**src/logic/tag_store_pkg.sv**
```systemverilog
// Shared widths, types and structs of the LLC tag store; imported by every RTL block and the testbench
package tag_store_pkg;

  // --------------------
  // Geometry
  // --------------------

  // Ways per set
  localparam int unsigned NumWays    = 4;
  // Set index width, 32 sets
  localparam int unsigned IndexWidth = 5;
  // Stored tag width
  localparam int unsigned TagWidth   = 12;
  // Number of sets, derived
  localparam int unsigned NumSets    = 2 ** IndexWidth;

  // One bit per way: one-hot selects, lock masks, flags
  typedef logic [NumWays-1:0]         way_vec_t;
  // Binary way number
  typedef logic [$clog2(NumWays)-1:0] way_idx_t;
  typedef logic [IndexWidth-1:0]      index_t;
  typedef logic [TagWidth-1:0]        tag_t;

  // --------------------
  // Enums
  // --------------------

  typedef enum logic {
    mode_lookup = 1'b0,
    mode_flush  = 1'b1
  } req_mode_e;

  typedef enum logic [1:0] {
    st_idle  = 2'd0,
    st_resp  = 2'd1,
    st_write = 2'd2
  } ctrl_state_e;

  // --------------------
  // Structs
  // --------------------

  // Request into the tag store
  typedef struct packed {
    req_mode_e mode;
    index_t    index;
    // Compared and stored on lookup
    tag_t      tag;
    // Lookup marks the line dirty
    logic      dirty;
    // Target of a flush
    way_idx_t  flush_way;
  } tag_req_t;

  // Response out of the tag store
  typedef struct packed {
    logic     hit;
    // Valid dirty line must be written back
    logic     evict;
    // One-hot selected way
    way_vec_t way;
    tag_t     evict_tag;
  } tag_res_t;

  // One stored line of a way
  typedef struct packed {
    logic val;
    logic dirty;
    tag_t tag;
  } tag_entry_t;

  // Entries of all ways of one set
  typedef tag_entry_t [NumWays-1:0] tag_entry_arr_t;

  // Write command, tag comes from the held request
  typedef struct packed {
    way_vec_t en;
    index_t   index;
    logic     entry_val;
    logic     entry_dirty;
  } ram_wr_t;

endpackage

```
**src/logic/tag_match.sv**
```systemverilog
// Tag compare and hit detection of the tag store; forms the response and the entry write
module tag_match import tag_store_pkg::*; (
  input  tag_req_t       req_q_i,
  input  tag_entry_arr_t rdata_i,
  input  way_vec_t       spm_lock_i,
  // Replacement choice
  input  way_vec_t       victim_i,
  input  way_idx_t       victim_idx_i,
  input  logic           none_i,
  // Valid flags towards the replacement
  output way_vec_t       valid_o,
  output tag_res_t       res_o,
  output ram_wr_t        wr_o,
  output logic           wr_needed_o,
  output logic           miss_o
);

  way_vec_t hit;
  way_idx_t hit_idx;
  // Flush target in one-hot form
  way_vec_t flush_vec;

  // --------------------
  // Compare
  // --------------------

  // Locked ways never hit
  always_comb begin : proc_hit
    hit_idx = '0;
    for (int unsigned w = 0; w < NumWays; w++) begin
      valid_o[w] = rdata_i[w].val;
      hit[w]     = rdata_i[w].val & ~spm_lock_i[w] & (rdata_i[w].tag == req_q_i.tag);
      if (hit[w]) begin
        hit_idx = way_idx_t'(w);
      end
    end
  end

  assign flush_vec = way_vec_t'(1) << req_q_i.flush_way;

  // --------------------
  // Response and write
  // --------------------

  always_comb begin : proc_res
    res_o       = '0;
    wr_o        = '0;
    wr_o.index  = req_q_i.index;
    wr_needed_o = 1'b0;
    miss_o      = 1'b0;
    unique case (req_q_i.mode)
      mode_lookup: begin
        if (|hit) begin
          res_o.hit = 1'b1;
          res_o.way = hit;
          // Dirty bit set once, only on a clean line
          wr_o.en          = hit;
          wr_o.entry_val   = 1'b1;
          wr_o.entry_dirty = 1'b1;
          wr_needed_o      = req_q_i.dirty & ~rdata_i[hit_idx].dirty;
        end else if (!none_i) begin
          // Miss, replace the victim
          res_o.way   = victim_i;
          res_o.evict = rdata_i[victim_idx_i].val & rdata_i[victim_idx_i].dirty;
          if (res_o.evict) begin
            res_o.evict_tag = rdata_i[victim_idx_i].tag;
          end
          wr_o.en          = victim_i;
          wr_o.entry_val   = 1'b1;
          wr_o.entry_dirty = req_q_i.dirty;
          wr_needed_o      = 1'b1;
          miss_o           = 1'b1;
        end
        // All ways locked: everything stays zero
      end
      mode_flush: begin
        res_o.way   = flush_vec;
        res_o.evict = rdata_i[req_q_i.flush_way].val & rdata_i[req_q_i.flush_way].dirty;
        if (res_o.evict) begin
          res_o.evict_tag = rdata_i[req_q_i.flush_way].tag;
        end
        // Line invalidated and cleaned
        wr_o.en     = flush_vec;
        wr_needed_o = 1'b1;
      end
      default: begin
        res_o = '0;
      end
    endcase
  end

endmodule

```
**src/logic/tag_ram.sv**
```systemverilog
// Tag memory of all ways with valid and dirty flags; one-cycle read, write on the issuing edge
module tag_ram import tag_store_pkg::*; (
  input  logic           clk_i,
  input  logic           rst_i,
  // Read port
  input  logic           rd_en_i,
  input  index_t         rd_index_i,
  // Write port, tag from the held request
  input  ram_wr_t        wr_i,
  input  logic           wr_en_i,
  input  tag_t           wr_tag_i,
  // Entries of all ways, held until the next read
  output tag_entry_arr_t rdata_o
);

  // Tag storage per way and set
  tag_t tag_mem [NumWays][NumSets];

  // Flags per set, one bit per way
  way_vec_t [NumSets-1:0] val_q;
  way_vec_t [NumSets-1:0] dirty_q;

  tag_entry_arr_t rdata_q;

  // --------------------
  // Tag arrays
  // --------------------

  always_ff @(posedge clk_i) begin : proc_tag_wr
    for (int unsigned w = 0; w < NumWays; w++) begin
      if (wr_en_i && wr_i.en[w]) begin
        tag_mem[w][wr_i.index] <= wr_tag_i;
      end
    end
  end

  // --------------------
  // Flags
  // --------------------

  // Cleared on reset, so every line starts invalid and clean
  always_ff @(posedge clk_i) begin : proc_flags
    if (rst_i) begin
      val_q   <= '0;
      dirty_q <= '0;
    end else begin
      for (int unsigned w = 0; w < NumWays; w++) begin
        if (wr_en_i && wr_i.en[w]) begin
          val_q[wr_i.index][w]   <= wr_i.entry_val;
          dirty_q[wr_i.index][w] <= wr_i.entry_dirty;
        end
      end
    end
  end

  // --------------------
  // Read
  // --------------------

  always_ff @(posedge clk_i) begin : proc_read
    if (rd_en_i) begin
      for (int unsigned w = 0; w < NumWays; w++) begin
        rdata_q[w].val   <= val_q[rd_index_i][w];
        rdata_q[w].dirty <= dirty_q[rd_index_i][w];
        rdata_q[w].tag   <= tag_mem[w][rd_index_i];
      end
    end
  end

  assign rdata_o = rdata_q;

endmodule

```
**src/logic/tag_store_ctrl.sv**
```systemverilog
// Request and response control of the tag store; sequences read, response hold and entry write
module tag_store_ctrl import tag_store_pkg::*; (
  input  logic     clk_i,
  input  logic     rst_i,
  // Request side
  input  logic     req_valid_i,
  input  tag_req_t req_i,
  output logic     req_ready_o,
  // Response side
  output logic     res_valid_o,
  input  logic     res_ready_i,
  // Status from the compare logic
  input  logic     wr_needed_i,
  input  logic     miss_i,
  // Memory and counter control
  output logic     rd_en_o,
  output tag_req_t req_q_o,
  output logic     wr_en_o,
  output logic     advance_o
);

  ctrl_state_e state_q;
  ctrl_state_e state_d;

  // Request taken this cycle
  logic accept;
  // Response taken this cycle
  logic res_take;

  // Held request, payload only
  tag_req_t req_q;

  // --------------------
  // Handshakes
  // --------------------

  // Only idle takes new work
  assign req_ready_o = (state_q == st_idle);
  assign accept      = req_ready_o & req_valid_i;

  // Read data is there one cycle after acceptance, so the response is valid in st_resp
  assign res_valid_o = (state_q == st_resp);
  assign res_take    = res_valid_o & res_ready_i;

  // Read starts straight on the accepting edge
  assign rd_en_o = accept;

  // --------------------
  // Write back
  // --------------------

  // Entry update one cycle after the response left
  assign wr_en_o = (state_q == st_write) & wr_needed_i;

  // Counter moves together with the write, so the victim seen by the write
  // is still the one that was reported
  assign advance_o = (state_q == st_write) & miss_i;

  // --------------------
  // State machine
  // --------------------

  always_comb begin : proc_next_state
    state_d = state_q;
    unique case (state_q)
      st_idle: begin
        if (accept) begin
          state_d = st_resp;
        end
      end
      // Waits here under back-pressure without a limit
      st_resp: begin
        if (res_take) begin
          state_d = st_write;
        end
      end
      st_write: begin
        state_d = st_idle;
      end
      default: begin
        state_d = st_idle;
      end
    endcase
  end

  always_ff @(posedge clk_i) begin : proc_state
    if (rst_i) begin
      state_q <= st_idle;
    end else begin
      state_q <= state_d;
    end
  end

  // Request captured on acceptance, held until the next one
  always_ff @(posedge clk_i) begin : proc_req
    if (accept) begin
      req_q <= req_i;
    end
  end

  assign req_q_o = req_q;

endmodule

```
**src/logic/tag_store_top.sv**
```systemverilog
// Top level of the LLC tag store; connects control, replacement, tag memory and compare
module tag_store_top import tag_store_pkg::*; (
  input  logic     clk_i,
  input  logic     rst_i,
  // Request side
  input  logic     req_valid_i,
  input  tag_req_t req_i,
  output logic     req_ready_o,
  // Response side
  output logic     res_valid_o,
  output tag_res_t res_o,
  input  logic     res_ready_i,
  // Scratchpad ways
  input  way_vec_t spm_lock_i
);

  // Control
  logic           rd_en;
  tag_req_t       req_q;
  logic           wr_en;
  logic           advance;

  // Memory
  tag_entry_arr_t rdata;

  // Compare
  way_vec_t       valid;
  ram_wr_t        wr;
  logic           wr_needed;
  logic           miss;

  // Replacement
  way_vec_t       victim;
  way_idx_t       victim_idx;
  logic           none;

  // --------------------
  // Control
  // --------------------

  tag_store_ctrl i_ctrl (
    .clk_i       ( clk_i       ),
    .rst_i       ( rst_i       ),
    .req_valid_i ( req_valid_i ),
    .req_i       ( req_i       ),
    .req_ready_o ( req_ready_o ),
    .res_valid_o ( res_valid_o ),
    .res_ready_i ( res_ready_i ),
    .wr_needed_i ( wr_needed   ),
    .miss_i      ( miss        ),
    .rd_en_o     ( rd_en       ),
    .req_q_o     ( req_q       ),
    .wr_en_o     ( wr_en       ),
    .advance_o   ( advance     )
  );

  victim_select i_victim (
    .clk_i        ( clk_i      ),
    .rst_i        ( rst_i      ),
    .advance_i    ( advance    ),
    .valid_i      ( valid      ),
    .spm_lock_i   ( spm_lock_i ),
    .victim_o     ( victim     ),
    .victim_idx_o ( victim_idx ),
    .none_o       ( none       )
  );

  // --------------------
  // Data path
  // --------------------

  // Read index comes straight from the incoming request
  tag_ram i_ram (
    .clk_i      ( clk_i       ),
    .rst_i      ( rst_i       ),
    .rd_en_i    ( rd_en       ),
    .rd_index_i ( req_i.index ),
    .wr_i       ( wr          ),
    .wr_en_i    ( wr_en       ),
    .wr_tag_i   ( req_q.tag   ),
    .rdata_o    ( rdata       )
  );

  tag_match i_match (
    .req_q_i      ( req_q      ),
    .rdata_i      ( rdata      ),
    .spm_lock_i   ( spm_lock_i ),
    .victim_i     ( victim     ),
    .victim_idx_i ( victim_idx ),
    .none_i       ( none       ),
    .valid_o      ( valid      ),
    .res_o        ( res_o      ),
    .wr_o         ( wr         ),
    .wr_needed_o  ( wr_needed  ),
    .miss_o       ( miss       )
  );

endmodule

```
**src/logic/victim_select.sv**
```systemverilog
// Round-robin replacement for the tag store; picks the way that a lookup miss fills
module victim_select import tag_store_pkg::*; (
  input  logic     clk_i,
  input  logic     rst_i,
  // Miss handed off, move the pointer
  input  logic     advance_i,
  // Valid flags of the looked-up set
  input  way_vec_t valid_i,
  // Scratchpad ways, never replaced
  input  way_vec_t spm_lock_i,
  output way_vec_t victim_o,
  output way_idx_t victim_idx_o,
  // All ways locked
  output logic     none_o
);

  // Round-robin pointer
  way_idx_t rr_q;

  // Unlocked ways
  way_vec_t free;
  // Unlocked and empty ways, filled first
  way_vec_t empty;

  assign free   = ~spm_lock_i;
  assign empty  = free & ~valid_i;
  assign none_o = ~(|free);

  // --------------------
  // Victim choice
  // --------------------

  always_comb begin : proc_pick
    way_idx_t cand;
    logic     found;
    cand         = '0;
    found        = 1'b0;
    victim_idx_o = '0;
    if (|empty) begin
      // Lowest empty way
      for (int unsigned i = 0; i < NumWays; i++) begin
        if (!found && empty[i]) begin
          found        = 1'b1;
          victim_idx_o = way_idx_t'(i);
        end
      end
    end else begin
      // First free way at or after the pointer, wrapping
      for (int unsigned i = 0; i < NumWays; i++) begin
        cand = way_idx_t'(rr_q + way_idx_t'(i));
        if (!found && free[cand]) begin
          found        = 1'b1;
          victim_idx_o = cand;
        end
      end
    end
    // One-hot form, zero when nothing is free
    victim_o = '0;
    if (found) begin
      victim_o[victim_idx_o] = 1'b1;
    end
  end

  // --------------------
  // Pointer
  // --------------------

  // Only a replaced valid line moves the pointer
  always_ff @(posedge clk_i) begin : proc_rr
    if (rst_i) begin
      rr_q <= '0;
    end else if (advance_i && |(victim_o & valid_i)) begin
      rr_q <= way_idx_t'(victim_idx_o + way_idx_t'(1));
    end
  end

endmodule

```
**config.mk**
```make
export PLATFORM = sky130hd
export DESIGN_NAME = tag_store_top
export DESIGN_NICKNAME = d
export VERILOG_FILES = /design/src/logic/tag_store_pkg.sv /design/src/logic/tag_match.sv /design/src/logic/tag_ram.sv /design/src/logic/tag_store_ctrl.sv /design/src/logic/tag_store_top.sv /design/src/logic/victim_select.sv
export SDC_FILE = /design/constraint.sdc
export NUM_CORES = 2
export LEC_CHECK = 0
export BUFFER_PORTS_ARGS = -buffer_cell sky130_fd_sc_hd__clkbuf_2
export CORE_MARGIN = 5
export CORE_UTILIZATION = 57
export CTS_CLUSTER_SIZE = 20
export DETAILED_ROUTE_END_ITERATION = 10
export MAX_ROUTING_LAYER = met4
export PLACE_DENSITY = 0.87
export SYNTH_ARGS = -nofsm -noshare
export SYNTH_HDL_FRONTEND = slang
export SYNTH_SLANG_ARGS = --single-unit
```
**constraint.sdc**
```tcl
create_clock -name clk_i -period 5 [get_ports clk_i]
set_clock_uncertainty 0.15 [all_clocks]
set_input_delay 0.25 -clock clk_i [delete_from_list [all_inputs] [get_ports clk_i]]
set_output_delay 0.25 -clock clk_i [all_outputs]
set_load 0.01 [all_outputs]
```
# After elaboration in Yosys (flattened, before gate mapping)
# Memories as Yosys holds them, arrays and structs flattened.
# Cells that the tools add are included.
[totals]
elab_cells = 286
mem_bits_rw = 1536
n_memories = 1
reg_bits = 337
output_inout_bits = 20
[op_classes]
n_lt_le_gt_ge = 14
n_eq_ne = 8
shift = 1
mux = 122
addsub = 4
bitwise_logic = 27
reduce_logical = 26
[memory_table]
columns = ["memory", "words", "width", "read_ports", "rd_clocked_by_memory_dff", "write_ports", "line", "source"]
rows = [
  ["i_ram.tag_mem", 4, 384, 4, 0, 4, "tag_ram.sv:17", "tag_t tag_mem [NumWays][NumSets];"],
]
[op_table]
columns = ["operator", "count"]
rows = [
  ["128-bit two-way mux", 14],
  ["384-bit two-way mux", 4],
  ["128-bit bitwise mux", 8],
  ["12-bit binary-select mux with 5-bit select", 4],
  ["12-bit two-way mux", 12],
  ["14-bit binary-select mux with 2-bit select", 3],
  ["4-bit demux with 5-bit select", 4],
  ["12-bit demux with 5-bit select", 1],
  ["12-bit == test", 4],
  ["4-bit binary-select mux with 5-bit select", 2],
  ["1-bit two-way mux", 34],
  ["17-bit case mux with 2 select lines", 1],
  ["2-bit two-way mux", 15],
  ["14-bit two-way mux", 2],
  ["4-bit two-way mux", 7],
  ["2-bit by 3-bit less-than comparator with 1-bit output, second input constant", 7],
  ["17-bit two-way mux", 1],
  ["4-bit OR reduction", 4],
  ["1-bit AND", 15],
  ["1-bit logical AND", 14],
  ["13-bit two-way mux", 1],
  ["6-bit >= comparator, second input constant", 2],
  ["5-bit by 6-bit less-than comparator with 1-bit output, second input constant", 2],
  ["5-bit inverter with 6-bit output", 2],
  ["other kinds (21)", 39],
]

# Logic depth before layout (Yosys ltp)
[depth]
word_depth = 36
ltp_mapped = 14
depth_no_buf = 11

# Hierarchy
# From an unflattened synthesis, not the netlist that was laid out.
[hier_totals]
cells_unflattened = 5136
area_unflattened_um2 = 76334.5
[by_module_without_submodules]
columns = ["mod", "instances", "cells_per_inst", "area_each_um2"]
rows = [
  ["tag_ram", 1, 4879, 73524.3],
  ["tag_match", 1, 168, 1627.8],
  ["tag_store_ctrl", 1, 32, 732.0],
  ["victim_select", 1, 57, 450.4],
]

# Worst setup path after synthesis
# OpenSTA, ideal clock, no wires.
[synth_path]
path_kind = "reg-to-reg"
from = "reg, netlist name i_ctrl.req_q_o[3]"
to = "mem i_ram.tag_mem[0][372] in the netlist's numbering, enable pin"
stages_incl_launch_ff = 9
path_slack_ps = -162
period_less_slack_ps = 5162
t_arrival_ps = 4601
setup_time_ps = 410
required_ps = 4440
cell_sequence = "edfxtp_1 > xnor2_1 > nand3_1 > or4_4 > nand2_1 > o211ai_1 > clkbuf_1 > buf_2 > a211oi_1"
[synth_rtl]
columns = ["element", "line"]
rows = [
  ["to (decl)", "tag_ram.sv:17"],
]

==> metrics <==
worst hold stages 2; I/O Pins 49; Reg clk slew, reported paths 0.07 ns; global-route wire length before repair 300.6 mm; R2R Path Start i_ctrl.req_q_o[3]; die area 0.1404 mm^2; Setup Viol. Count Final 0; hold slack 0.03369 ns; outcome finished with violations; Layout Nets 3934; top cells by area, synth edfxtp_1 64%, mux4_2 17%, dfxtp_1 6.9%; Final Cycle Share 96.69%; first drt pass iteration count 11; GRT Util Overall 30.55%; # DRC 1; maximum buffer depth of the clock tree 3; final wirelength 208.8 mm; Final Util 64.74%; Power Density 377.6 mW/mm^2; Yosys top cell area share 63.89%; Crit. End Element output port; Site Rows 133; worst endpoint data arrival time 4.43 ns; Cell variety after synth 53; Avg Inst Size Synth 20.37 um^2; Post-DP Area 0.07949 mm^2; area delta synth->final 12.55%; share of flip-flops with an asynchronous set or reset 0%; CP startpoint kind flop; Worst R2R Setup Slack 0.45 ns; DRT iter0 DRCs 7436; DR WL/cell 35.93 um; Place WS 0.6307 ns; minimum clock period 4.835 ns; Max Slew Vio Count 0; P_leak 27.39 nW; final hold vios 0; Design Power 32.22 mW; CTS Buf Count 169; register area share after synthesis 70.76%; antenna violations before repair 8; worst slew pin tran 1.358 ns; post-CTS sizing 0; chip height 374.7 um; crit path kind flop to output port; Vias/cell 7.070; detailed placement HPWL 119.1 mm; largest net degree at the start of global routing 190; worst-path fanout max 25; Worst R2R End i_ram.dirty_q[112]; die extent in x 374.7 um; beginning of the worst hold path req_i[20]; final cell count without fillers 5811; final design area excluding fillers 0.08532 mm^2; cell taking the most area after synthesis edfxtp_1; DRT antenna net count 0; Yosys warnings 0; setup ws final 0.1653 ns; Cells after DPL 5460; CTS Root Cell clkbuf_16; core area 0.1318 mm^2; Peak VDD IR 0.2817 mV; Reg2Reg Depth 8; Primary FF master, synth edfxtp_1; GRT Residual Overflow 0; Rel. slew slack 9.279%; vias in the first global route 41200; number of port buffers 48; post-synthesis register bit count 1873; violated checks DRC; synthesized netlist net count 3755; CTS tree built; Hold Crit Class input pin to flop; Syn Inst Count 3722; total negative slack 0 ns; fraction of layout cells with a size suffix above 1 31.14%; Max Clk Rate 206.8 MHz; Hold EP i_ctrl.req_q_o[20]; number of synthesized flops with an enable pin 1613; CP required 4.60 ns; unrepaired setup endpoints after global routing no; GPL Wtd Cong 0.9566; clk sink count 1873; Mapped Area 0.07581 mm^2; Starting Density 57.52%; DR vias 41080; Max Cap Viol 0; CTS H-Tree Depth 4; worst-skew pair later-pin latency 0.82 ns
## worst max path at each step
stage                            startpoint               endpoint  cells past startpoint
final                     i_ctrl.req_q_o[3]              res_o[12]                      9
after global routing      i_ctrl.req_q_o[6]              res_o[12]                      8
after CTS                 i_ctrl.req_q_o[3]              res_o[12]                      9
after detailed placement  i_ctrl.req_q_o[3]  i_ram.tag_mem[0][258]                      7
after global placement    i_ctrl.req_q_o[3]  i_ram.tag_mem[0][258]                      7
after floorplan           i_ctrl.req_q_o[3]  i_ram.tag_mem[0][228]                      8
## sequential cells by signal, indices dropped and copies added (netlist names)
name / flops
i_victim.rr_q: 2
i_ctrl.state_q: 2
i_ram.rdata_o: 56
i_ram.val_q: 128
i_ram.dirty_q: 128
i_ctrl.req_q_o: 21
i_ram.tag_mem: 1536
## worst max-delay path: stages (launching register included)
cell and delay, ns:
edfxtp_1 0.61, buf_4 0.42, xor2_1 0.11, nor3b_1 0.23
nand4_1 0.25, and4_1 0.46, a41oi_4 0.85, buf_4 0.30
inv_1 0.19, clkbuf_2 0.19
## kinds of logic (layout without fill, tap and decap cells)
kind of cell / count (synthesis) / count (layout) / share of synthesized area (%)
AND/OR/NAND/NOR: 425 / 425 / 3.242
AO/OA/AOI/OAI: 173 / 173 / 2.142
XOR/XNOR: 48 / 48 / 0.5546
multiplexers: 925 / 925 / 21.77
adder cells (fa/ha/maj): 4 / 4 / 0.06602
buffers and inverters: 274 / 598 / 1.469
other: 0 / 10 / 0
flip-flops: 1873 / 1873 / 70.76
## power breakdown
part	leakage [nW]	switching [mW]	internal, mW
combinational	8.04	1.19	0.719
sequential	16.6	0.117	17.1
clock	2.71	5.81	7.32
## area by class of cell
type                            instances  area, um^2
Antenna cell                           10       25.02
Clock buffer                          243        4773
Clock inverter                         73       772.0
Fill cell                            7910       46480
Inverter                               12       45.04
Multi-Input combinational cell       1575       21560
Sequential cell                      1873       53640
Tap cell                             1755        2196
Timing Repair Buffer                  270        2303
## timing repair
action / in CTS / in global routing
buffers inserted: 0 / 0
setup endpoints to repair: 0 / 1
hold buffers: 22 / 0
endpoints found under the hold margin: 112 / 0
## routing by layer
layer	GRT usage, %	share of wire (%)
met5	-	0
met4	13.33	5.6
met3	8.735	15
met2	45.24	46
met1	40.19	33
## synthesized netlist by cell type (4+ instances only)
master       n
nor2b_1      4
xor2_1      35
buf_2       38
edfxtp_1  1613
a22o_1      14
and3_1       4
nor4_1       8
dfxtp_1    260
nand4_1      9
nor3_1      63
a211oi_2    44
nor3b_1      6
mux2_2      57
nor2_1      16
a211o_1     56
o21ai_0      5
nand3_1      5
inv_1       10
nand2_1     40
a211oi_1    31
xnor2_1     13
buf_4       10
mux2i_1    295
clkbuf_1   148
ha_1         4
a21oi_1      4
buf_1       66
mux4_2     573
nand2b_1   258
## cells in the final DEF (no fill, tap or decap), drive strengths merged, types with 3 or more instances in the layout
cell type,instances
clkbuf,288
dfxtp,260
mux4,573
a211o,56
nor2,16
nand2b,258
edfxtp,1613
mux2i,295
inv,23
ha,4
nor3,63
and2,3
a211oi,75
clkinv,48
nor4,8
mux2,57
a41oi,4
bufinv,12
nor3b,6
and3,4
a21oi,4
nand4,9
buf,203
o21ai,5
nand3,5
dlygate4sd3,22
nor2b,4
nand2,40
xor2,35
xnor2,13
diode,10
a22o,14
No activity file was read; power rests on OpenSTA's default activity.
